File: src/hw/cache_pkg.sv
package cache_pkg;

	parameter int addr_w = 12;
	parameter int data_w = 32;
	parameter int index_w = 3;
	parameter int tag_w = 5;
	parameter int word_sel_w = 2;
	parameter int byte_off_w = addr_w - index_w - tag_w - word_sel_w; // byte within word
	parameter int num_lines = 8;
	parameter int words_per_line = 4;

	typedef enum logic [1:0] {
		st_idle,  // accesses served
		st_fill,  // read miss waiting on memory
		st_write  // write-through waiting on memory
	} cache_state_t;

	// address fields, top to bottom: index, tag, word, byte
	function automatic logic [index_w-1:0] addr_index(input logic [addr_w-1:0] a);
		return a[addr_w-1 -: index_w];
	endfunction

	function automatic logic [tag_w-1:0] addr_tag(input logic [addr_w-1:0] a);
		return a[byte_off_w + word_sel_w +: tag_w];
	endfunction

	function automatic logic [word_sel_w-1:0] addr_word(input logic [addr_w-1:0] a);
		return a[byte_off_w +: word_sel_w];
	endfunction

endpackage

File: src/hw/cache_tag_store.sv
`timescale 1ns/1ps

module cache_tag_store (
	input  logic                             clk,
	input  logic                             rst,
	input  logic [cache_pkg::index_w-1:0]    lookup_index,
	input  logic [cache_pkg::tag_w-1:0]      lookup_tag,
	input  logic [cache_pkg::word_sel_w-1:0] lookup_word,
	output logic                             hit,
	input  logic                             fill,
	input  logic [cache_pkg::index_w-1:0]    fill_index,
	input  logic [cache_pkg::tag_w-1:0]      fill_tag,
	input  logic [cache_pkg::word_sel_w-1:0] fill_word
);
	import cache_pkg::*;

	logic [tag_w-1:0]          tags  [num_lines];
	logic [words_per_line-1:0] valid [num_lines];
	logic [words_per_line-1:0] fill_bit;
	logic                      tag_same;

	assign fill_bit = words_per_line'(1) << fill_word;
	assign tag_same = (tags[fill_index] == fill_tag);

	assign hit = valid[lookup_index][lookup_word] && (tags[lookup_index] == lookup_tag);

	always_ff @(posedge clk) begin
		if (rst) begin
			for (int i = 0; i < num_lines; i++) begin
				valid[i] <= '0;
			end
		end else if (fill) begin
			if (tag_same) begin
				valid[fill_index] <= valid[fill_index] | fill_bit; // add one more word
			end else begin
				valid[fill_index] <= fill_bit; // new owner, old words gone
			end
		end
	end

	always_ff @(posedge clk) begin
		if (fill) begin
			tags[fill_index] <= fill_tag;
		end
	end

	// all lines start empty, so nothing can hit before the first fill
	a_no_hit_after_reset: assert property (@(posedge clk) $fell(rst) |-> !hit)
		else $error("tag store reported a hit right after reset");

endmodule

File: config.mk
export PLATFORM = sky130hd
export DESIGN_NAME = cache_tag_store
export DESIGN_NICKNAME = d
export VERILOG_FILES = /design/src/hw/cache_pkg.sv /design/src/hw/cache_tag_store.sv
export SDC_FILE = /design/constraint.sdc
export NUM_CORES = 1
export LEC_CHECK = 0
export BUFFER_PORTS_ARGS = -buffer_cell sky130_fd_sc_hd__buf_4
export CORE_ASPECT_RATIO = 1.4
export CORE_MARGIN = 3
export CORE_UTILIZATION = 50
export DETAILED_ROUTE_END_ITERATION = 7
export PLACE_DENSITY = 0.74
export SLEW_MARGIN = 20
export SYNTH_ARGS = -nofsm -noshare
export SYNTH_HDL_FRONTEND = slang
export SYNTH_SLANG_ARGS = --single-unit
File: constraint.sdc
create_clock -name clk -period 2.4 [get_ports clk]
set_input_delay 0.36 -clock clk [delete_from_list [all_inputs] [get_ports clk]]
set_output_delay 0.36 -clock clk [all_outputs]
set_load 0.01 [all_outputs]
# Yosys cells after proc, flatten, opt, wreduce, memory -nomap -nowiden

Memories as Yosys holds them, arrays and structs flattened.
Cells that the tools add are included.

Magnitude comparators: 1
Equal/unequal tests: 2
Shift operators: 1
Muxes and demuxes: 18
Bitwise operators: 2
Reductions and logical operators: 2

Operator list:

| cell                  | count |
|---|---|
| $mux W1               | 14 |
| $eq A5 B5 Y1          | 2 |
| $mux W4               | 2 |
| $or A4 B4 Y4          | 1 |
| $reduce_or A4 Y1      | 1 |
| $shl A1 B2 Y4 const A | 1 |
| $lt A2 B3 Y1 const B  | 1 |
| $mux W3               | 1 |
| $bmux W1 S2           | 1 |
| $logic_and A1 B1 Y1   | 1 |
| $or A1 B1 Y1          | 1 |

Flip-flop bits (word level): 0
RAM bits: 72
Input bits: 23
Output and inout bits: 1
Word-level logic and storage cells: 28
Memories: 2

Memory list:

| name  | depth | width | rd ports | clocked after Yosys merged registers in | write ports | line                  | source |
|---|---|---|---|---|---|---|---|
| tags  | 8     | 5     | 2        | 0                                       | 1           | cache_tag_store.sv:17 | `logic [tag_w-1:0] tags [num_lines];` |
| valid | 8     | 4     | 2        | 0                                       | 8           | cache_tag_store.sv:18 | `logic [words_per_line-1:0] valid [num_lines];` |

# Logic depth before layout (Yosys ltp)

An unclocked memory read counts as a cell.

Depth in word-level cells: 9
Gate-level depth with buffers: 8
Gate-level depth less buffers: 6

# Worst setup path after synthesis

No wires, ideal clock.

Path type: input port to output port
Start: input port lookup_index[0] in the netlist's numbering
End: output port hit
Data arrival time: 2.130 ns
Required time: 2.040 ns
Path slack: -0.090 ns
Stages on the path: 7
Buffers on the path: 2
Path through: buf_2 buf_2 mux4_2 mux2i_1 xor2_1 nand4_1 nor3_1

Cells in the longest elaborated chain, start to end: 4
Elaborated cells on any way between the ends: 6
Those cells by class: eq/ne: 1; mux: 2; reduce/logical: 1; memory: 2

RTL lines:

| item                          | line                  | source |
|---|---|---|
| start, declared               | cache_tag_store.sv:6  | `input logic [cache_pkg::index_w-1:0] lookup_index,` |
| $mem_v2 Z8 W4                 | --                    |  |
| $bmux W1 S2                   | cache_tag_store.sv:25 | `assign hit = valid[lookup_index][lookup_word] && (tags[lookup_index] == lookup_tag);` |
| $mux W1 (implied by the code) | cache_tag_store.sv:25 |  |
| $logic_and A1 B1 Y1 (*)       | cache_tag_store.sv:25 |  |
| end, declared                 | cache_tag_store.sv:9  | `output logic hit,` |

Mark *: on every way between the ends. The rest lies on a longest branch, timed or not. The select of a mux whose other input is x is not followed.

==> metrics.txt <==
# TYPE chip_impl_metric gauge
chip_impl_metric{name="clk_transition_reported_paths",unit="ns"} 0.07
chip_impl_metric{name="cts.repair_timing.setup_buffer_count",unit=""} 0
chip_impl_metric{name="detail-route-antenna-nets",unit=""} 0
chip_impl_info{name="critPathCaptureType",value="output pin"} 1
chip_impl_metric{name="period_share",unit="%"} 105.3
chip_impl_metric{name="io_pins",unit=""} 24
chip_impl_metric{name="wirelength",unit="um"} 8745
chip_impl_info{name="outcome",value="finished, violations left"} 1
chip_impl_info{name="violations_in_the_final_reports",value="negative setup slack"} 1
chip_impl_metric{name="dieHeight",unit="um"} 110.9
chip_impl_metric{name="synth-warning-count",unit=""} 0
chip_impl_metric{name="placement.cell_area",unit="sq mm"} 0.004274
chip_impl_info{name="setup_repair_after_global_routing_missed_its_margin",value="true"} 1
chip_impl_metric{name="synth-compound-area-share",unit="%"} 5.379
chip_impl_metric{name="grt_overflow_total",unit=""} 0
chip_impl_metric{name="fin_area",unit="sq mm"} 0.004559
chip_impl_metric{name="post_synth_fa_ha_maj_area_fraction",unit="%"} 0
chip_impl_metric{name="place.detailed.hpwl",unit="um"} 6625
chip_impl_info{name="hold_path_end",value="tags[2][3]$_DFFE_PP_"} 1
chip_impl_metric{name="drtPass1Iterations",unit=""} 4
chip_impl_metric{name="route.detailed.wl_per_inst",unit="um"} 22.60
chip_impl_metric{name="drc",unit=""} 0
chip_impl_metric{name="clock_insertion_delay_worst_skew",unit="ns"} 0.34
chip_impl_metric{name="hold_depth",unit=""} 1
chip_impl_metric{name="synthXorXnorAreaFrac",unit="%"} 1.973
chip_impl_metric{name="finClkSkew",unit="ns"} 0.009957
chip_impl_metric{name="syn_to_final_growth",unit="%"} 15.98
chip_impl_metric{name="final_net_count",unit=""} 308
chip_impl_metric{name="r2r_slack",unit="ns"} 0.14
chip_impl_metric{name="max_slew.worst_pin.slew",unit="ns"} 0.5830
chip_impl_metric{name="path_depth_of_the_worst_reg2reg_path",unit=""} 6
chip_impl_metric{name="drv.max_cap_violation_count",unit=""} 0
chip_impl_metric{name="initial_utilization",unit="%"} 52.42
chip_impl_metric{name="slew-limit-headroom",unit="%"} 61.10
chip_impl_metric{name="cts-htree-levels",unit=""} 3
chip_impl_metric{name="ir_worst_vdd",unit="mV"} 0.3844
chip_impl_metric{name="first_pass_grt_wire_length",unit="um"} 13990
chip_impl_info{name="kind_of_critical_path",value="register to output pin"} 1
chip_impl_metric{name="cts_buffers",unit=""} 9
chip_impl_metric{name="ys_seq_elements",unit=""} 72
chip_impl_metric{name="fp.dieW",unit="um"} 80.94
chip_impl_metric{name="setup_slack",unit="ns"} -0.1261
chip_impl_metric{name="post_synth_inst_count",unit=""} 247
chip_impl_metric{name="synthMuxAreaShare",unit="%"} 25.24
chip_impl_metric{name="required",unit="ns"} 2.04
chip_impl_metric{name="maxSlewViolCount",unit=""} 0
chip_impl_metric{name="final_layout_size_suffix_gt1_share",unit="%"} 38.28
chip_impl_metric{name="clock_sink_count",unit=""} 72
chip_impl_metric{name="row_count",unit=""} 37
chip_impl_metric{name="fp.dieArea",unit="sq mm"} 0.008977
chip_impl_metric{name="cp_max_fo",unit=""} 2
chip_impl_metric{name="syn-cell-area",unit="sq mm"} 0.003931
chip_impl_metric{name="via_per_inst",unit=""} 6.062
chip_impl_metric{name="power_leakage",unit="nW"} 1.617
chip_impl_metric{name="grt_max_degree",unit=""} 17
chip_impl_metric{name="synth_cell_types",unit=""} 36
chip_impl_metric{name="area_of_the_multi_input_gates",unit="sq mm"} 0.001663
chip_impl_metric{name="timing.final.setup_violations",unit=""} 1
chip_impl_metric{name="final_core_utilization",unit="%"} 60.79
chip_impl_metric{name="drt_iter0_drc",unit=""} 230
chip_impl_metric{name="dpl_worst_slack",unit="ns"} -0.1413
chip_impl_info{name="tritoncts_clock_tree",value="built"} 1
chip_impl_metric{name="finalWeightedCongestion",unit=""} 0.8461
chip_impl_info{name="hold_path.class",value="input port to register"} 1
chip_impl_metric{name="grt_pass1_vias",unit=""} 2547
chip_impl_metric{name="io_buffers",unit=""} 23
chip_impl_metric{name="final.fill_count",unit=""} 574
chip_impl_metric{name="synth_simple_gate_area_share",unit="%"} 9.612
chip_impl_metric{name="core_area",unit="sq mm"} 0.007500
chip_impl_metric{name="holdBufCountCts",unit=""} 0
chip_impl_metric{name="regArea",unit="sq mm"} 0.002162
chip_impl_info{name="yosys_most_used_dff",value="edfxtp_1"} 1
chip_impl_metric{name="fin_total_pwr",unit="mW"} 3.189
chip_impl_info{name="critical_path.reg2reg.startpoint",value="tags[5][4]$_DFFE_PP_"} 1
chip_impl_info{name="hold_path.startpoint",value="fill_tag[3]"} 1
chip_impl_metric{name="final.min_clock_period",unit="ns"} 2.526
chip_impl_metric{name="timing.fmax",unit="GHz"} 0.3959
chip_impl_metric{name="avgSynthCellArea",unit="sq um"} 15.92
chip_impl_metric{name="power-per-cell-area",unit="mW/mm^2"} 699.4
chip_impl_info{name="worst_r2r_endpoint",value="valid[0][0]$_SDFFCE_PN0P_"} 1
chip_impl_info{name="dominant_combinational_cell_family_by_area_after_synthesis",value="multiplexers"} 1
chip_impl_metric{name="gr-usage-all-layers",unit="%"} 21.78
chip_impl_metric{name="diodes",unit=""} 0
chip_impl_info{name="root_driver",value="clkbuf_8"} 1
chip_impl_metric{name="finalHoldViolations",unit=""} 0
chip_impl_metric{name="crit_arrival",unit="ns"} 2.17
chip_impl_metric{name="synth_nets",unit=""} 270
chip_impl_metric{name="synth.yosys.seq_area_share",unit="%"} 55.00
chip_impl_metric{name="synth-edff-count",unit=""} 72
chip_impl_metric{name="grt_antenna_before_repair",unit=""} 0
chip_impl_metric{name="timing.setup.tns",unit="ns"} -0.1261
chip_impl_metric{name="ys_async_sr_fraction",unit="%"} 0
chip_impl_info{name="worstSetupStartpointType",value="register"} 1
chip_impl_metric{name="clockBufferDepth",unit=""} 2
chip_impl_metric{name="detailroute.via_count",unit=""} 2346
registers in the layout, summed over array words and instances (netlist names):
signal	cells
tags	40
valid	32
how the worst max path moves through the flow:
stage,slack [ns],startpoint,to,cells after the start
after floorplan,0.006,lookup_index[0],hit,7
after global placement,-0.07,fill_index[0],valid[0][1]$_SDFFCE_PN0P_,8
after detailed placement,-0.14,fill_index[0],valid[0][0]$_SDFFCE_PN0P_,8
after CTS,-0.16,valid[7][1]$_SDFFCE_PN0P_,hit,5
after global routing,-0.21,valid[7][1]$_SDFFCE_PN0P_,hit,5
final,-0.13,valid[6][1]$_SDFFCE_PN0P_,hit,5
cells in the mapped netlist (4+ instances only):
library cell  instances  share of area, %
or3_1                 6              0.95
a41oi_4               4               2.8
nor2_1               42               4.0
mux4_2               30                17
nor2b_1               4              0.64
mux2_2                5               1.4
mux2i_1              23               5.9
clkbuf_1              4              0.38
or2_2                 8               1.3
xor2_1                4              0.89
buf_2                 5              0.64
nand2_1               4              0.38
edfxtp_1             72                55
layout by cell type (no fill, tap or decap), drive strengths merged, types with 2 or more instances in the layout:
cell	count
or3	6
nand2	4
mux2	7
a41oi	4
nor2	42
nand3	3
xnor2	3
edfxtp	72
nor2b	4
clkbuf	9
xor2	5
clkinv	2
or2	8
nand2b	3
mux2i	23
buf	42
mux4	30
nand4	2
nor3	4
bufinv	5
a21oi	3
a22oi	2
cells by family (layout without fill, tap and decap cells):
group                     count (synthesis)  count (layout)
xor gates and xnor gates                  8               8
and+or+nand+nor                          78              78
muxes                                    60              60
AOI/OAI and AO/OA                        13              13
buffers and inverters                    16              59
DFF                                      72              72
routing by layer:
layer / wire [um] / track usage [%] / vias up
met4: 315 / 10.94 / 0
met5: 0 / 0 / -
met1: 3382 / 26.90 / 1183
met2: 4568 / 36.04 / 90
li1: - / - / 1051
met3: 479 / 3.821 / 22
area by class of cell:
class / instances / area share [%]
flip-flops and latches: 72 / 47.42
multi-input cells: 159 / 36.47
repair buffers: 42 / 7.190
clock inverters: 7 / 3.458
clock buffers: 9 / 2.717
well taps: 97 / 2.662
inverters: 1 / 0.08233
metrics by stage:
stage          instances  hold WS (ns)
3_5_place_dp         371        0.6168
6_report             387        0.2666
3_3_place_gp         371        0.6083
4_1_cts              387        0.2488
5_1_grt              387        0.2508
2_1_floorplan        247        0.4589
repair_timing:
item | in CTS | in global routing
endpoints found under the setup margin | 1 | 1
gates cloned | 0 | 0
pin swaps | 1 | 0
gates resized for setup | 1 | 0
worst max-delay path: stages, from the launching register on:
cell and delay [ns]:
edfxtp_1 0.43, mux4_2 0.47, mux4_2 0.49, mux2i_2 0.21, nor3_1 0.07, buf_4 0.15
power breakdown:
part | total [mW] | leakage [nW] | internal (mW) | switching (mW)
clock | 1.33 | 0.139 | 0.894 | 0.439
combinational | 0.395 | 0.783 | 0.191 | 0.204
sequential | 1.46 | 0.695 | 1.43 | 0.0282
total | 3.19 | 1.62 | 2.52 | 0.672
Power figures use the tool's default switching activity.
