<file path="src/hw/cache_pkg.sv">
package cache_pkg;

	parameter int addr_w = 12;
	parameter int data_w = 32;
	parameter int index_w = 3;
	parameter int tag_w = 5;
	parameter int word_sel_w = 2;
	parameter int byte_off_w = addr_w - index_w - tag_w - word_sel_w; // byte within word
	parameter int num_lines = 8;
	parameter int words_per_line = 4;

	typedef enum logic [1:0] {
		st_idle,  // accesses served
		st_fill,  // read miss waiting on memory
		st_write  // write-through waiting on memory
	} cache_state_t;

	// address fields, top to bottom: index, tag, word, byte
	function automatic logic [index_w-1:0] addr_index(input logic [addr_w-1:0] a);
		return a[addr_w-1 -: index_w];
	endfunction

	function automatic logic [tag_w-1:0] addr_tag(input logic [addr_w-1:0] a);
		return a[byte_off_w + word_sel_w +: tag_w];
	endfunction

	function automatic logic [word_sel_w-1:0] addr_word(input logic [addr_w-1:0] a);
		return a[byte_off_w +: word_sel_w];
	endfunction

endpackage

</file>
<file path="src/hw/cache_data_store.sv">
`timescale 1ns/1ps

module cache_data_store (
	input  logic                             clk,
	input  logic [cache_pkg::index_w-1:0]    rd_index,
	input  logic [cache_pkg::word_sel_w-1:0] rd_word,
	output logic [cache_pkg::data_w-1:0]     rdata,
	input  logic                             wr_en,
	input  logic [cache_pkg::index_w-1:0]    wr_index,
	input  logic [cache_pkg::word_sel_w-1:0] wr_word,
	input  logic [cache_pkg::data_w-1:0]     wr_data
);
	import cache_pkg::*;

	// one bank per word position in the line
	logic [data_w-1:0] bank0 [num_lines];
	logic [data_w-1:0] bank1 [num_lines];
	logic [data_w-1:0] bank2 [num_lines];
	logic [data_w-1:0] bank3 [num_lines];

	always_ff @(posedge clk) begin
		if (wr_en) begin // fill or write hit
			case (wr_word)
				2'd0: begin
					bank0[wr_index] <= wr_data;
				end
				2'd1: begin
					bank1[wr_index] <= wr_data;
				end
				2'd2: begin
					bank2[wr_index] <= wr_data;
				end
				default: begin
					bank3[wr_index] <= wr_data;
				end
			endcase
		end
	end

	always_comb begin
		case (rd_word) // word select
			2'd0: begin
				rdata = bank0[rd_index];
			end
			2'd1: begin
				rdata = bank1[rd_index];
			end
			2'd2: begin
				rdata = bank2[rd_index];
			end
			default: begin
				rdata = bank3[rd_index];
			end
		endcase
	end

endmodule

</file>
<file path="config.mk">
export PLATFORM = sky130hd
export DESIGN_NAME = cache_data_store
export DESIGN_NICKNAME = d
export VERILOG_FILES = /design/src/hw/cache_pkg.sv /design/src/hw/cache_data_store.sv
export SDC_FILE = /design/constraint.sdc
export NUM_CORES = 1
export LEC_CHECK = 0
export BUFFER_PORTS_ARGS = -buffer_cell sky130_fd_sc_hd__buf_4
export CORE_MARGIN = 2
export CORE_UTILIZATION = 45
export CTS_BUF_LIST = sky130_fd_sc_hd__clkbuf_4
export DETAILED_ROUTE_END_ITERATION = 7
export MAX_ROUTING_LAYER = met4
export PLACE_DENSITY = 0.68
export SYNTH_ARGS = -nofsm -noshare
export SYNTH_HDL_FRONTEND = slang
export SYNTH_SLANG_ARGS = --single-unit
</file>
<file path="constraint.sdc">
create_clock -name clk -period 3.3 [get_ports clk]
set_clock_uncertainty 0.1 [all_clocks]
set_input_delay 0.495 -clock clk [delete_from_list [all_inputs] [get_ports clk]]
set_output_delay 0.495 -clock clk [all_outputs]
set_load 0.02 [all_outputs]
</file>
After elaboration in Yosys (flattened, before gate mapping) --
Memory sizes are Yosys's and may differ from the RTL's. Index checks and enable logic that the tools add are counted. W data, S select, Z words.
Storage, ports and cells: memories kept 4, bits in latches 0, bits in registers 0, ROM bits 0, bits of input ports 44, RAM bits 1024, output and inout bits 32
Operators by class: eq/ne operators 4, add/sub/neg operators 0, $mul 0, multiplexer cells 13, $lt $le $gt $ge 0, shift operators 0, reductions and logical operators 3, divide/modulo/power cells 0, bitwise operators 0
Memory list:
- bank0 | depth 8, width 32, read ports 1, clocked after Yosys merged registers in 0, wr ports 1, RTL line cache_data_store.sv:16 | logic [data_w-1:0] bank0 [num_lines];
- bank1 | depth 8, width 32, read ports 1, clocked after Yosys merged registers in 0, wr ports 1, RTL line cache_data_store.sv:17 | logic [data_w-1:0] bank1 [num_lines];
- bank2 | depth 8, width 32, read ports 1, clocked after Yosys merged registers in 0, wr ports 1, RTL line cache_data_store.sv:18 | logic [data_w-1:0] bank2 [num_lines];
- bank3 | depth 8, width 32, read ports 1, clocked after Yosys merged registers in 0, wr ports 1, RTL line cache_data_store.sv:19 | logic [data_w-1:0] bank3 [num_lines];
Operators by type and width (number):
- $pmux W32 S3 | 1
- $mux W1 | 12
- $eq A2 B1 Y1 const B | 2
- $eq A2 B2 Y1 const B | 2
- $logic_not A2 Y1 | 2
- $reduce_or A3 Y1 | 1

Longest topological paths before layout --
Gate-level depths: netlist (run 1).
word-level depth 5, gate-level depth with buffers 9

Least setup slack after synthesis (run 1) --
No wires, ideal clock.
path type in2reg, start point input port wr_word[0] in the netlist's numbering, end point memory bank0[0][0] (enable), slack 0.288 ns, data required time 2.779 ns, data arrival time 2.491 ns, path buffers 1, stages 3, path through or3b_2 clkbuf_1 nor2_1
On the way: word-level cells in the longest chain between the ends 4
RTL lines:
- from (decl) | RTL line cache_data_store.sv:10 | input logic [cache_pkg::word_sel_w-1:0] wr_word,
- $logic_not A2 Y1 | RTL line cache_data_store.sv:23 | case (wr_word)
- $mux W1 | RTL line cache_data_store.sv:23
- $mux W1 | RTL line cache_data_store.sv:22 | if (wr_en) begin
- $mux W1 (not written as such) | RTL line cache_data_store.sv:25 | bank0[wr_index] <= wr_data;
- to (decl) | RTL line cache_data_store.sv:16
Every way passes these cells.

Final worst setup path (run 1) --
start point memory bank1[4][7], end point output port rdata[7] in the netlist's numbering
On the way: word-level cells in the longest chain between the ends 2
RTL lines:
- from (decl) | RTL line cache_data_store.sv:17
- $mem_v2 Z8 W32
- $pmux W32 S3 | RTL line cache_data_store.sv:41 | case (rd_word)
- to (decl) | RTL line cache_data_store.sv:7 | output logic [cache_pkg::data_w-1:0] rdata,
Every way passes these cells.

==> impl_metrics.py, run 1 <==
metrics = {
    "clocking": {
        "tritoncts": "yes",
        "clock_sinks": 1024,
        "htree_levels": 4,
        "cts_buffers": 231,
        "clk_pin_slew_ps": 70,
        "cts_root_buffer": "clkbuf_4",
        "clockBufferDepth": 3,
    },
    "grt": {
        "grt_use_total": 0.2362,
        "met1_usage": 0.2911,
        "use_met2": 0.3886,
        "grt_pass1_vias": 21485,
        "grt_pass1_wl_um": 147100,
        "use_met3": 0.04574,
        "grt-ovfl-total": 0,
        "grt_max_degree": 55,
        "antenna_found_initial": 5,
        "grt-busiest-layer": "met2",
    },
    "sta": {
        "worst_pin_slew_ps": 779.8,
        "slew_headroom": 0.4789,
        "report.final.slew_viol_count": 0,
        "period_share": 1.039,
        "rsz0062_at_grt": "true",
        "finalSetupViolations": 29,
        "finalWorstSetupSlack_ps": -127.5,
        "finalCriticalPeriod_ps": 3427,
        "tns_ps": -2172,
        "finalHoldViolCount": 0,
        "fmax_mhz": 291.8,
    },
    "detailed_routing": {
        "wire_per_inst_um": 28.40,
        "drc": 0,
        "vias": 21075,
        "first_iter_violations": 2389,
        "ant_nets": 0,
        "drt_pre_antenna_iters": 8,
        "viasPerCell": 5.843,
        "route.final.wire_length_um": 102400,
    },
    "status": {
        "status": "finished with violations",
        "violations": "setup timing",
    },
    "floorplanning": {
        "boundaryPins": 76,
        "dieHeight_um": 300.3,
        "initial_core_util": 0.4546,
        "dieArea_um2": 90170,
        "fp.coreArea_um2": 86890,
        "fp-row-count": 108,
        "die_x_um": 300.3,
    },
    "synth": {
        "ys_dominant_reg_cell": "edfxtp_1",
        "ys.warnings.count": 0,
        "yosys_register_bits": 1024,
        "syn_avg_cell_area_um2": 20.88,
        "synthCells": 1892,
        "synthDistinctLibCells": 25,
        "synth_top_area_cell": "edfxtp_1",
        "yosys-top-cells-count": "1024 x edfxtp_1, 288 x mux2i_1, 128 x a22oi_1, 128 x mux4_2, 66 x nand3_1",
        "yosysSeqAreaShare": 0.7784,
        "async_flop_share": 0,
        "synth_top_cell_area_share": 0.7784,
        "post-synth-top-count-cell": "edfxtp_1",
        "syn-num-nets": 1936,
        "ys_top_cells_by_area": "edfxtp_1 78%, mux2i_1 7.3%, mux4_2 7.3%",
        "synth_edf_count": 1024,
        "syn_area_um2": 39500,
    },
    "placed_design": {
        "gp_congestion": 0.7880,
        "port_buffers": 75,
        "dp.cells": 3143,
        "dp_hpwl_um": 55740,
    },
    "critical_path": {
        "required_ps": 2700,
        "crit_path_end_kind": "primary output",
        "start_kind": "register",
        "crit_path_cell_trace": "mux4_2 -> mux2_2 -> o21ai_0 -> a32oi_2 -> buf_4",
        "slowest_delay_ps": 480,
        "path_class": "reg2out",
        "arrival_ps": 2830,
        "critPathTopFamily": "multiplexers",
        "cp.buffers_inverters": 1,
        "cp_max_fo": 1,
        "cp_slowest_cell": "mux4_2",
    },
    "pwr": {
        "ir_drop_uv": 321.9,
        "pwr_density_cell_nw_per_um2": 556.1,
        "leakagePower_uw": 0.01549,
    },
    "layout": {
        "syn_to_final_growth_pct": 17.25,
        "final_cell_count_no_fill": 3607,
        "nets": 2300,
        "drive_gt1_frac": 0.3238,
    },
    "min_path": {
        "min_path_type": "in2reg",
    },
    "flow_run": {
        "cap_violations": 0,
    },
}
timing repair:
action | in CTS | in global routing
hold endpoints to repair | 1077 | 0
setup buffers | 0 | 0
pin swaps | 19 | 9
endpoints found under the setup margin | 32 | 32
resized for setup | 49 | 17
hold buffers | 37 | 0
kinds of logic after synthesis:
logic type	after synthesis	synth area share
simple gates	118	0.01454
buf+inv	110	0.01650
mux	448	0.1551
flops	1024	0.7784
compound gates	192	0.03547
where the power goes:
| part | switching, uW | total (uW) | internal [uW] |
|---|---|---|---|
| Combinational | 1000 | 1670 | 670 |
| Clock | 4920 | 9590 | 4680 |
| Sequential | 35.0 | 14500 | 14500 |
| Total | 5950 | 25800 | 19800 |
through the flow:
step	hold WS (ps)	util	total power, uW	instance area, um^2	worst slack, ps
2_1_floorplan	493.9	-	15610	39500	288.2
3_3_place_gp	793.2	0.4919	16310	42740	199.4
3_5_place_dp	807.4	0.4919	16350	42740	166.6
4_1_cts	10.32	0.5319	25900	46220	-211.5
5_1_grt	81.23	0.5330	26640	46310	-237.6
6_report	94.37	0.5331	25750	46320	-127.5
final cells by class:
| type | instances | area, um^2 |
|---|---|---|
| Clock buffer | 324 | 2432 |
| Timing Repair Buffer | 241 | 2545 |
| Clock inverter | 99 | 494.2 |
| Antenna cell | 6 | 15.01 |
| Multi-Input combinational cell | 758 | 8636 |
| Fill cell | 6639 | 40570 |
| Tap cell | 1155 | 1445 |
| Sequential cell | 1024 | 30750 |
placed cells by master (no fill, tap or decap), types with 8 or more instances in the layout:
cell type / instances
dlygate4sd3_1: 37
a22oi_1: 128
buf_4: 148
a32oi_2: 16
a32oi_1: 15
clkinv_2: 14
mux2_4: 11
o21ai_0: 9
clkinv_1: 71
nand3_1: 66
mux2i_1: 288
o21ai_2: 15
mux2_2: 21
clkbuf_4: 324
edfxtp_1: 1024
mux4_2: 128
nor2_4: 34
inv_6: 8
buf_12: 49
flip-flops by register name, indices dropped and copies added, names as in the netlist:
register and flops:
bank1 256, bank3 256, bank0 256, bank2 256
routing by layer:
| metal | wire length [um] | vias to the layer above |
|---|---|---|
| met5 | 0 | - |
| met4 | 3255 | 0 |
| met3 | 7965 | 206 |
| met2 | 52280 | 1087 |
| met1 | 38930 | 10973 |
| li1 | - | 8809 |
final timing paths:
path,depth (start not counted),to,slack (ps),start
setup / recovery,5,rdata[7],-130,bank1[4][7]$_DFFE_PP_
hold / removal,3,bank3[0][21]$_DFFE_PP_,90,wr_index[1]
(Power assumes the default switching activity.)
==> run 2, diff against run 1 <==
--- a/config.mk
+++ b/config.mk
@@ -12,6 +12,7 @@
 export DETAILED_ROUTE_END_ITERATION = 7
 export MAX_ROUTING_LAYER = met4
 export PLACE_DENSITY = 0.68
+export RECOVER_POWER = 25
 export SYNTH_ARGS = -nofsm -noshare
 export SYNTH_HDL_FRONTEND = slang
 export SYNTH_SLANG_ARGS = --single-unit
==> run 2 against run 1 <==
Against the previous run: the flow still finishes with violations (setup timing); sequential cell count unchanged; via count hardly changed; die area is the same; utilization down 0.091 points; critical path type unchanged; highest routed layer unchanged.
==> impl_metrics.py, run 2 (synthesis results as in run 1) <==
metrics = {
    "status": {
        "status": "finished with violations",
        "violations": "setup timing",
    },
    "pwr": {
        "p_comb_frac": 0.064,
        "ir_drop_uv": 320.2,
        "leakagePower_uw": 0.01541,
        "p_switching_uw": 5949,
        "pwr-share-clk": 0.372,
        "swShare": 0.2311,
        "p_int_uw": 19800,
        "pwr_density_cell_nw_per_um2": 556.8,
        "power_frac_seq": 0.563,
        "finalPower_uw": 25750,
    },
    "floorplanning": {
        "dieHeight_um": 300.3,
        "die_x_um": 300.3,
        "dieArea_um2": 90170,
        "fp.coreArea_um2": 86890,
        "boundaryPins": 76,
        "fp-row-count": 108,
        "initial_core_util": 0.4546,
    },
    "clocking": {
        "cts_root_buffer": "clkbuf_4",
        "clock_sinks": 1024,
        "clk_pin_slew_ps": 70,
        "cts_setup_buffers": 0,
        "cts_buffers": 231,
        "clockBufferDepth": 3,
        "tritoncts": "yes",
        "htree_levels": 4,
    },
    "critical_path": {
        "cp_slowest_cell": "mux4_2",
        "crit_start": "bank1[2][4]$_DFFE_PP_",
        "critical_path.endpoint": "rdata[4]",
        "slowest_delay_ps": 460,
        "crit_path_end_kind": "primary output",
        "path_class": "reg2out",
        "cp_max_fo": 1,
        "arrival_ps": 2840,
        "critPathTopFamily": "multiplexers",
        "cp.buffers_inverters": 1,
        "required_ps": 2700,
        "crit_path_cell_trace": "mux4_2 -> mux2_2 -> o21ai_0 -> a32oi_1 -> buf_4",
        "crit_cells": 5,
        "start_kind": "register",
    },
    "detailed_routing": {
        "drc": 0,
        "ant_nets": 0,
        "route.final.wire_length_um": 102500,
        "wire_per_inst_um": 28.42,
        "drt_pre_antenna_iters": 5,
        "viasPerCell": 5.838,
        "vias": 21058,
        "first_iter_violations": 2375,
    },
    "grt": {
        "grt_max_degree": 55,
        "grt_pass1_vias": 21485,
        "antenna_found_initial": 5,
        "grt_use_total": 0.2362,
        "grt-ovfl-total": 0,
        "grt_pass1_wl_um": 147100,
    },
    "placed_design": {
        "gp_congestion": 0.7880,
        "dp_hpwl_um": 55740,
        "placed_cell_area_um2": 42740,
        "port_buffers": 75,
        "post-place-ws_ps": 166.6,
    },
    "sta": {
        "finalWorstSetupSlack_ps": -137.8,
        "report.final.slew_viol_count": 0,
        "finalSetupViolations": 27,
        "rsz0062_at_grt": "true",
        "finalHoldViolCount": 0,
        "fmax_mhz": 290.9,
        "slew_headroom": 0.07454,
        "tns_ps": -2159,
        "whs_ps": 103.4,
        "finalCriticalPeriod_ps": 3438,
        "worst_pin_slew_ps": 1388,
        "period_share": 1.042,
    },
    "layout": {
        "nets": 2300,
        "fin_area_um2": 46240,
        "drive_gt1_frac": 0.3152,
        "layout_commonest_cell": "edfxtp_1",
        "most-common-layout-cells": "1024 x edfxtp_1, 324 x clkbuf_4, 288 x mux2i_1",
        "syn_to_final_growth_pct": 17.05,
    },
    "flow_run": {
        "cap_violations": 0,
    },
    "min_path": {
        "min_path_type": "in2reg",
    },
}
-- run 2: cell types whose count changed in the layout (fill, tap and decap cells not counted) --
cell / change
buf_4: -21
clkbuf_1: +21
-- run 2: power by group through the flow --
| stage | clock [uW] | sequential, uW | combinational [uW] |
|---|---|---|---|
| finish | 9590 | 14500 | 1660 |
| global route | 10400 | 14500 | 1740 |
| CTS | 9750 | 14500 | 1650 |
| detailed placement | 0 | 14800 | 1580 |
| global placement | 0 | 14800 | 1540 |
| floorplan | 0 | 14800 | 837 |
-- run 2: per-stage QoR --
stage	util	cells
after floorplan	-	1892
after global placement	0.4919	3143
after detailed placement	0.4919	3143
after CTS	0.5319	3601
after global routing	0.5321	3606
final	0.5322	3607
-- run 2: worst min path at each step --
stage	startpoint	end	slack (ps)	depth (start not counted)
5_1_grt	wr_en	bank1[6][31]$_DFFE_PP_	80	4
3_3_place_gp	wr_data[4]	bank3[6][4]$_DFFE_PP_	790	1
2_1_floorplan	wr_data[0]	bank0[0][0]$_DFFE_PP_	490	0
4_1_cts	wr_index[1]	bank2[2][18]$_DFFE_PP_	10	4
3_5_place_dp	wr_data[18]	bank0[2][18]$_DFFE_PP_	810	1
6_report	wr_index[1]	bank3[0][21]$_DFFE_PP_	100	3
-- run 2: final cells by class --
class	instances	area (um^2)
Sequential cell	1024	30750
Multi-Input combinational cell	758	8636
Clock buffer	324	2432
Fill cell	6649	40650
Antenna cell	6	15.01
Tap cell	1155	1445
Clock inverter	99	494.2
Timing Repair Buffer	241	2466
-- run 2: repair_timing --
| action | 4_1_cts | 5_1_grt |
|---|---|---|
| pin swaps | 19 | 9 |
| setup endpoints to repair | 32 | 32 |
| endpoints found under the hold margin | 1077 | 0 |
| hold buffers | 37 | 0 |
| gates resized for setup | 49 | 17 |
-- run 2: metal layers --
| layer | vias to the layer above | GRT usage | part of all wire |
|---|---|---|---|
| met3 | 198 | 0.04574 | 0.079 |
| met1 | 10987 | 0.2911 | 0.38 |
| li1 | 8821 | - | - |
| met5 | - | - | 0 |
| met4 | 0 | 0.08940 | 0.031 |
| met2 | 1052 | 0.3886 | 0.51 |
-- run 2: tightest hold or removal path: cells and delay by family --
family,cells,cell delay [ps]
simple gates,2,500
buf+inv,1,130
