`config.mk`:
```
export PLATFORM = sky130hd
export DESIGN_NAME = cache_ctrl
export DESIGN_NICKNAME = d
export VERILOG_FILES = /design/src/hw/cache_pkg.sv /design/src/hw/cache_ctrl.sv
export SDC_FILE = /design/constraint.sdc
export NUM_CORES = 1
export LEC_CHECK = 0
export BUFFER_PORTS_ARGS = -buffer_cell sky130_fd_sc_hd__buf_2
export CORE_MARGIN = 3
export CORE_UTILIZATION = 43
export DETAILED_ROUTE_END_ITERATION = 6
export GPL_TIMING_DRIVEN = 1
export PLACE_DENSITY = 0.86
export SLEW_MARGIN = 20
export SYNTH_ARGS = -nofsm -noshare
export SYNTH_HDL_FRONTEND = slang
export SYNTH_SLANG_ARGS = --single-unit
```
`constraint.sdc`:
```
create_clock -name clk -period 7.5 [get_ports clk]
set_clock_uncertainty 0.05 [all_clocks]
set_input_delay 0.375 -clock clk [delete_from_list [all_inputs] [get_ports clk]]
set_output_delay 0.375 -clock clk [all_outputs]
set_load 0.01 [all_outputs]
```
`src/hw/cache_pkg.sv`:
```
package cache_pkg;

	parameter int addr_w = 12;
	parameter int data_w = 32;
	parameter int index_w = 3;
	parameter int tag_w = 5;
	parameter int word_sel_w = 2;
	parameter int byte_off_w = addr_w - index_w - tag_w - word_sel_w; // byte within word
	parameter int num_lines = 8;
	parameter int words_per_line = 4;

	typedef enum logic [1:0] {
		st_idle,  // accesses served
		st_fill,  // read miss waiting on memory
		st_write  // write-through waiting on memory
	} cache_state_t;

	// address fields, top to bottom: index, tag, word, byte
	function automatic logic [index_w-1:0] addr_index(input logic [addr_w-1:0] a);
		return a[addr_w-1 -: index_w];
	endfunction

	function automatic logic [tag_w-1:0] addr_tag(input logic [addr_w-1:0] a);
		return a[byte_off_w + word_sel_w +: tag_w];
	endfunction

	function automatic logic [word_sel_w-1:0] addr_word(input logic [addr_w-1:0] a);
		return a[byte_off_w +: word_sel_w];
	endfunction

endpackage

```
`src/hw/cache_ctrl.sv`:
```
`timescale 1ns/1ps

module cache_ctrl (
	input  logic                             clk,
	input  logic                             rst,
	input  logic                             req,
	input  logic                             we,
	input  logic [cache_pkg::addr_w-1:0]     addr,
	input  logic [cache_pkg::data_w-1:0]     wdata,
	input  logic                             hit,
	output logic                             stall,
	output logic                             fill,
	output logic [cache_pkg::index_w-1:0]    fill_index,
	output logic [cache_pkg::tag_w-1:0]      fill_tag,
	output logic [cache_pkg::word_sel_w-1:0] fill_word,
	output logic                             wr_en,
	output logic [cache_pkg::index_w-1:0]    wr_index,
	output logic [cache_pkg::word_sel_w-1:0] wr_word,
	output logic [cache_pkg::data_w-1:0]     wr_data,
	output logic                             mem_req,
	output logic                             mem_we,
	output logic [cache_pkg::addr_w-1:0]     mem_addr,
	output logic [cache_pkg::data_w-1:0]     mem_wdata,
	input  logic                             mem_ack,
	input  logic [cache_pkg::data_w-1:0]     mem_rdata
);
	import cache_pkg::*;

	cache_state_t      state;
	logic [addr_w-1:0] acc_addr; // access held for memory
	logic              write_done;
	logic              busy;
	logic              done_match;
	logic              start_read;
	logic              start_write;

	assign busy        = mem_req ^ mem_ack; // transfer outstanding
	assign done_match  = write_done && we && (addr == acc_addr);
	assign start_read  = (state == st_idle) && req && !we && !hit;
	assign start_write = (state == st_idle) && req && we && !done_match;

	always_comb begin
		if (state == st_idle) begin
			stall = req && (we ? !done_match : !hit);
		end else begin
			stall = 1'b1; // memory still working
		end
	end

	assign fill       = (state == st_fill) && !busy;
	assign fill_index = addr_index(acc_addr);
	assign fill_tag   = addr_tag(acc_addr);
	assign fill_word  = addr_word(acc_addr);

	// fills take over the one write port
	assign wr_en    = fill || (start_write && hit);
	assign wr_index = fill ? fill_index : addr_index(addr);
	assign wr_word  = fill ? fill_word : addr_word(addr);
	assign wr_data  = fill ? mem_rdata : wdata;

	assign mem_addr = acc_addr;

	always_ff @(posedge clk) begin
		if (rst) begin
			state      <= st_idle;
			mem_req    <= 1'b0;
			mem_we     <= 1'b0;
			write_done <= 1'b0;
		end else begin
			if (write_done && (!req || (addr != acc_addr))) begin
				write_done <= 1'b0; // processor moved on
			end
			case (state)
				st_idle: begin
					if (start_read || start_write) begin
						mem_req <= ~mem_req;
						mem_we  <= we;
						state   <= we ? st_write : st_fill;
					end
				end
				st_fill: begin
					if (!busy) begin
						state <= st_idle; // word installed this edge
					end
				end
				st_write: begin
					if (!busy) begin
						state      <= st_idle;
						write_done <= 1'b1;
					end
				end
				default: begin
					state <= st_idle;
				end
			endcase
		end
	end

	always_ff @(posedge clk) begin
		if (start_read || start_write) begin
			acc_addr  <= addr;
			mem_wdata <= wdata;
		end
	end

	a_toggle_when_free: assert property (@(posedge clk) disable iff (rst)
		$changed(mem_req) |-> $past(mem_req) == $past(mem_ack))
		else $error("mem_req toggled while a transfer was outstanding");

	a_idle_after_ack: assert property (@(posedge clk) disable iff (rst)
		(state != st_idle) |-> busy || $past(busy))
		else $error("controller stayed busy after memory acknowledged");

endmodule

```
# --- After elaboration in Yosys (flattened, before gate mapping) ---
# Cells that the tools add are included.
classes:
  n_eq_ne: 6
  mux: 12
  bitwise_logic: 2
  reduce_logical: 23
ops:
  columns: ["op", "n"]
  rows:
  - ["2-to-1 mux 32 bit", 1]
  - ["equality test 12 bit", 1]
  - ["inequality test 12 bit", 1]
  - ["logical AND 1 bit", 11]
  - ["2-to-1 mux 2 bit", 4]
  - ["zero test 1 bit", 5]
  - ["2-to-1 mux 1 bit", 5]
  - ["case mux 2 bit (2 select lines)", 1]
  - ["AND reduction 2 bit", 2]
  - ["logical OR 1 bit", 3]
  - ["2-to-1 mux 3 bit", 1]
  - ["equality test 2 x 1 -> 1 bit (second input constant)", 1]
  - ["equality test 2 bit (second input constant)", 1]
  - ["zero test 2 bit", 1]
  - ["inequality test 2 x 1 -> 1 bit (second input constant)", 1]
  - ["inequality test 2 bit (second input constant)", 1]
  - ["OR reduction 2 bit", 1]
  - ["inverter 1 bit", 1]
  - ["bitwise XOR 1 bit", 1]
totals:
  reg_bits: 49

# --- Logic depth before layout (Yosys ltp) ---
# Gate-level depths: netlist of the first run.
logic_depth:
  depth_word: 7
  mapped_depth: 6
  mapped_depth_nobuf: 6

# --- Worst setup path before layout of the first run ---
# OpenSTA, ideal clock, no wires.
synth_timing:
  path_type: "flip-flop to flip-flop"
  startpoint: "register acc_addr[11], in the netlist mem_addr[11]"
  endpoint: "register mem_req"
  path_buffers: 0
  arrival_time_ns: 3.005
  required_time_ns: 7.328
  synth_period_minus_slack_ns: 3.177
  stages_incl_launch_ff: 6
  setup_slack_ns: 4.323
  cell_sequence: "edfxtp_1 xnor2_1 nand4_1 nor4_4 nor3_2 mux2_4"
synth_via:
  elab_chain_cells: 6
synth_rtl:
  columns: ["item", "line", "rtl"]
  rows:
  - ["start: declaration", "cache_ctrl.sv:30", "logic [addr_w-1:0] acc_addr;"]
  - ["start signal: assignment", "cache_ctrl.sv:101", "acc_addr <= addr;"]
  - ["equality test 12 bit", "cache_ctrl.sv:38", "assign done_match = write_done && we && (addr == acc_addr);"]
  - ["logical AND 1 bit", "cache_ctrl.sv:38", null]
  - ["zero test 1 bit", "cache_ctrl.sv:40", "assign start_write = (state == st_idle) && req && we && !done_match;"]
  - ["logical AND 1 bit", "cache_ctrl.sv:40", null]
  - ["logical OR 1 bit", "cache_ctrl.sv:75", "if (start_read || start_write) begin"]
  - ["AND reduction 2 bit (no source line)", null, null]
  - ["end signal: assignment", "cache_ctrl.sv:76", "mem_req <= ~mem_req;"]
  - ["end: declaration", "cache_ctrl.sv:20", "output logic mem_req,"]
# No other way between the ends.
# A chain may end at the register's enable or synchronous reset.

# --- Final worst setup path of the first run ---
layout_timing:
  startpoint: "register mem_req"
  endpoint: "output port wr_index[0] (netlist bit)"
layout_via:
  elab_chain_cells: 4
layout_rtl:
  columns: ["item", "line", "rtl"]
  rows:
  - ["bitwise XOR 1 bit", "cache_ctrl.sv:37", "assign busy = mem_req ^ mem_ack;"]
  - ["zero test 1 bit", null, null]
  - ["logical AND 1 bit", "cache_ctrl.sv:50", "assign fill = (state == st_fill) && !busy;"]
  - ["2-to-1 mux 3 bit", "cache_ctrl.sv:57", "assign wr_index = fill ? fill_index : addr_index(addr);"]
  - ["end: declaration", "cache_ctrl.sv:17", "output logic [cache_pkg::index_w-1:0] wr_index,"]
# No other way between the ends.

==> results.toml, run 1 <==
[outcome]
outcome = "finished clean"

[floorplanning]
die_h_um = 79.6
coreArea_um2 = 5170
rows = 26
start_util = 0.450
io_pins = 178
die_w_um = 79.6
die_area_um2 = 6330

[worst_setup_path]
ff2ff_setup_slack_ns = 5.46
critPathMaxFanout = 36
crit_arrival_ns = 2.29
timing.rr.start = "state[1]"
critPathLaunchType = "flip-flop"
crit_start = "mem_req"
worstSetupPathType = "flip-flop to primary output"
crit_path_end_kind = "primary output"
crit_required_ns = 7.07

[clocking]
h-tree-depth = 2
postCtsHoldBufs = 0
root_buffer = "clkbuf_8"
clk_pin_slew_ns = 0.09
cts_made_buffers = 5
cts_setup_buffers = 0
clkLatencyLatePin_ns = 0.29
cts.sink_count = 49
cts_buffer_depth = 2
tritoncts = "built"
cts_resized = 0

[sta]
min_period_ns = 2.72
fin_setup_tns_ns = 0
hold_violations = 0
period_share = 0.362
finalSetupViolCount = 0
slew_viol_final = 0
tightest_slew_ns = 0.754
hold_slack_ns = 0.217
slew_headroom = 0.497
rsz0062_at_grt = "false"
max_clock_freq_mhz = 368

[drt]
dr.pass1.iters = 4
remaining_drc_errors = 0
via_count = 1910
via_per_inst = 4.84
drt_iter0_drc = 63
ant_nets = 0
routed_wl_um = 5910
wl_per_cell_um = 15.0

[placed_design]
routabilityCongestion = 0.938
place_area_um2 = 3230
dp_hpwl_um = 4750
numPortBuffers = 177

[synthesis]
yosysSeqAreaShare = 0.610
synth-edff-count = 44
ys_types = 29
synth_seq_cells = 49
synth_fp_nets = 236
synth-async-reset-ratio = 0
synthCells = 151
synth_top_area_share = 0.567
syn_area_um2 = 2330
avgSynthCellArea_um2 = 15.4
ys_warn_count = 0
synth_flop_cell = "edfxtp_1"
synth_area_leaders = "edfxtp_1, mux2_2, xnor2_1"
synth_top_area_cell = "edfxtp_1"

[power]
power_uw = 612
irDropWorstVdd_v = 0.000114
p_leak_nw = 1.47
p_per_area_nw_per_um2 = 185

[final_layout]
fin_area_um2 = 3310
final_util = 0.639
final_nets = 409
nFillCells = 420
area_growth_syn_to_layout_pct = 42.0
drive_above_1_share = 0.705
final_cell_mix = "buf_2, edfxtp_1, mux2_2, xnor2_1"
diodes = 0
final_common_cell = "buf_2"

[worst_hold_path]
holdCritPathClass = "input pin to flip-flop"
hp-start = "wdata[17]"

[global_route]
grt.total_usage = 0.186
grt_overflow_total = 0
grt_max_degree = 37
grt_pass1_wl_um = 9070
antenna_found_initial = 0
grt_pass1_vias = 1915

[run]
cap_violations = 0
## final timing paths
path                                       to  cells after the start
worst max register to register  mem_wdata[11]                      5
worst max-delay path              wr_index[0]                      5
worst min-delay path            mem_wdata[17]                      1
worst min register to register         mem_we                      2
## stage by stage
step / std cells / worst slack, ns
finish: 395 / 4.78
floorplan: 151 / 4.32
CTS: 395 / 4.80
global placement: 387 / 5.07
global route: 395 / 4.61
detailed placement: 387 / 5.03
## worst max-delay path: stages (launching register included)
cell and delay, ns:
dfxtp_1 0.35, xnor2_1 0.29, nand2_1 0.19, inv_2 0.58, mux2_2 0.41, buf_2 0.14
## final cells by class
| class | count | area (um^2) | area share |
|---|---|---|---|
| Timing Repair Buffer | 179 | 901 | 0.272 |
| Sequential cell | 49 | 1420 | 0.430 |
| Tap cell | 70 | 87.6 | 0.0265 |
| Multi-Input combinational cell | 84 | 797 | 0.241 |
| Inverter | 5 | 18.8 | 0.00568 |
| Clock inverter | 3 | 12.5 | 0.00378 |
| Clock buffer | 5 | 68.8 | 0.0208 |
## power by group
group          internal [mW]  switching, mW  total [mW]
clock network         0.0630         0.0832       0.146
registers              0.322        0.00908       0.331
logic                 0.0643         0.0705       0.135
## cell families (layout without fill, tap and decap cells)
family          Yosys count  in the layout  share of synthesized area
compound gates           10             10                     0.0317
flops                    49             49                      0.610
buf+inv                  18            192                     0.0500
simple gates             20             20                     0.0575
mux                      38             38                      0.185
fa+ha+maj                 3              3                     0.0161
xor+xnor                 13             13                     0.0489
## registers in the layout, summed over array words and instances (netlist names)
signal      count
write_done      1
mem_we          1
mem_wdata      32
mem_req         1
mem_addr       12
state           2
## cell usage after synthesis, types with 2 or more instances
cell and n:
edfxtp_1 44, mux2_2 37, buf_4 13, xnor2_1 13, dfxtp_1 5, inv_1 4, ha_1 3, nand2_1 3
nand3_1 3, nor2_1 3, nor2b_1 3, nand4_1 2, o21ai_0 2
## layer usage
layer	up-vias	wire (um)	GRT usage
met5	-	0	0
met3	5	473	0.0463
met1	903	2090	0.187
li1	904	-	-
met2	98	3310	0.367
met4	0	34	0.0601
Note: power is estimated with default switching activity, not from simulation.
==> run 2, diff against run 1 <==
- ABC_AREA: default -> 1
- CORE_UTILIZATION: 43 -> 40
- PLACE_DENSITY: 0.86 -> 0.8
- clock period: 7.5 -> 2.61 ns (I/O delays scaled with it)
==> run 2 against run 1 <==
Global-route usage is 2.8 points higher. Die area rose by 9.3%. Area after synthesis increased by 2.4%. Core utilization up 4.3 points. Critical path depth grew 1. Via count grew 32%. Count of clock-buffer cells in the layout rose by 1. Critical endpoint is now wr_data[15].
==> results.toml, run 2 <==
[drt]
wl_per_cell_um = 13.6
drt_iter0_drc = 98
ant_nets = 0
routed_wl_um = 7500
dr.pass1.iters = 4
via_count = 2525
via_per_inst = 4.57
remaining_drc_errors = 0

[sta]
setup_slack_ns = 0.526
slew_viol_final = 0
fin_setup_tns_ns = 0
finalSetupViolCount = 0
tightest_slew_ns = 0.620
hold_violations = 0
max_clock_freq_mhz = 480
rsz0062_at_grt = "false"
slew_headroom = 0.586
min_period_ns = 2.08
period_share = 0.798

[power]
power_switching_uw = 524
pwr-share-seq = 0.480
p_per_area_nw_per_um2 = 514
p_leak_nw = 2.01
pwr-share-comb = 0.240
internal_power_mw = 1.45
clkPwrFrac = 0.280
switching_share = 0.265
irDropWorstVdd_v = 0.000286

[global_route]
grt_pass1_vias = 2516
grt.total_usage = 0.214
antenna_found_initial = 0
grt_overflow_total = 0
grt_max_degree = 42
grt_pass1_wl_um = 12000

[synthesis]
ys_types = 19
synth_commonest_cells = "nand2_1, edfxtp_1, inv_1, buf_4, nor2_1"
synth_flop_cell = "edfxtp_1"
synth_top_area_share = 0.554
yosysSeqAreaShare = 0.596
synth_most_common_cell = "nand2_1"
synth_seq_cells = 49
synthCells = 266
avgSynthCellArea_um2 = 8.97
synth_fp_nets = 351
synth_top_area_cell = "edfxtp_1"
syn_area_um2 = 2380
synth_area_leaders = "edfxtp_1, nand2_1, dfxtp_1"
synth-async-reset-ratio = 0
synth-edff-count = 44
ys_warn_count = 0

[worst_setup_path]
critPathLaunchType = "flip-flop"
worst_path_max_delay_cell = "inv_2"
ff2ff_setup_slack_ns = 0.70
reg2regPathDepth = 11
worstSetupPathType = "flip-flop to primary output"
crit_top_cell = "nand2_1"
crit_arrival_ns = 1.90
rr_endpoint = "state[1]"
timing.rr.start = "mem_addr[5]"
crit_path_end_kind = "primary output"
crit_chain = "xnor2_1, nand2_1, inv_2, nand2_1, nand2_1, buf_2"
crit_required_ns = 2.43
critPathMaxFanout = 35
slowest_delay_ns = 0.48

[clocking]
cts_made_buffers = 5
clkLatencyLatePin_ns = 0.30
tritoncts = "built"
cts_buffer_depth = 2
cts.sink_count = 49
root_buffer = "clkbuf_8"
h-tree-depth = 2
clk_pin_slew_ns = 0.08
cts_resized = 0

[final_layout]
final_common_cell = "buf_2"
multi_input_area_um2 = 769
largest-register = "mem_wdata"
final_cell_mix = "buf_2, nand2_1, dlygate4sd3_1, edfxtp_1, inv_1"
final_nets = 565
area_growth_syn_to_layout_pct = 61.4
nFillCells = 442
seq_area_um2 = 1420
diodes = 0
largest_reg_flops = 32
drive_above_1_share = 0.412

[run]
cap_violations = 0

[worst_hold_path]
holdCritPathClass = "input pin to flip-flop"
whs_path_depth = 1
min_to = "mem_addr[10]"
hp-start = "addr[10]"

[floorplanning]
io_pins = 178
die_w_um = 83.2
die_area_um2 = 6920
die_h_um = 83.2
rows = 27
start_util = 0.423
coreArea_um2 = 5640

[outcome]
outcome = "finished clean"

[placed_design]
post-place-ws_ns = 0.699
numPortBuffers = 177
dp_hpwl_um = 5280
routabilityCongestion = 0.846
[run 2: power groups by stage]
| stage | combinational, mW | sequential (mW) | clock (mW) |
|---|---|---|---|
| global placement | 0.415 | 0.963 | 0 |
| global route | 0.522 | 0.955 | 0.612 |
| floorplan | 0.186 | 0.993 | 0 |
| CTS | 0.474 | 0.949 | 0.573 |
| detailed placement | 0.422 | 0.967 | 0 |
| finish | 0.475 | 0.949 | 0.554 |
[run 2: final cells by class]
cell class | count | area share
tap | 72 | 0.0234
clock buffer | 6 | 0.0215
inverter | 23 | 0.0224
sequential | 49 | 0.369
multi-input combinational | 177 | 0.200
timing repair buffer | 224 | 0.354
clock inverter | 2 | 0.00975
[run 2: timing repair]
item / in CTS / in global routing
endpoints found under the hold margin: 47 / 0
hold buffers: 44 / 0
setup buffers: 0 / 0
endpoints found under the setup margin: 0 / 0
[run 2: stage by stage]
stage                     cells  utilization  total power, mW  cell area, um^2  hold slack [ns]
after detailed placement    501        0.583             1.39             3290            0.274
final                       553        0.682             1.98             3850           0.0317
after CTS                   553        0.682             2.00             3850          0.00915
after floorplan             266            -             1.18             2380            0.150
after global placement      501        0.583             1.38             3290            0.272
after global routing        553        0.682             2.09             3850           0.0129
[run 2: routing by layer]
metal,share of wire,vias to the layer above,GRT usage
met5,0,-,0
met4,0.0087,0,0.0505
met3,0.085,6,0.0595
met2,0.55,121,0.415
met1,0.36,1143,0.227
li1,-,1255,-
[run 2: critical path, delay by kind of cell (launching register included)]
kind / cells / cell delay [ns]
XOR/XNOR: 1 / 0.28
buffers and inverters: 2 / 0.61
flip-flops: 1 / 0.35
AND/OR/NAND/NOR: 3 / 0.38
[run 2: kinds of logic after synthesis]
family | count (synthesis) | synth area share
AND/OR/NAND/NOR | 159 | 0.265
flip-flops | 49 | 0.596
buffers and inverters | 40 | 0.0813
AO/OA/AOI/OAI | 9 | 0.0199
XOR/XNOR | 6 | 0.0220
adder cells (fa/ha/maj) | 3 | 0.0157
[run 2: how the worst max path moves through the flow]
stage,end,depth (start not counted),slack [ns],start
floorplan,mem_req,10,0.60,mem_addr[4]
global placement,mem_wdata[21],7,0.77,mem_addr[2]
detailed placement,state[1],11,0.70,mem_addr[4]
CTS,wr_data[26],6,0.55,mem_req
global route,wr_data[21],6,0.30,mem_req
finish,wr_data[15],6,0.53,mem_req
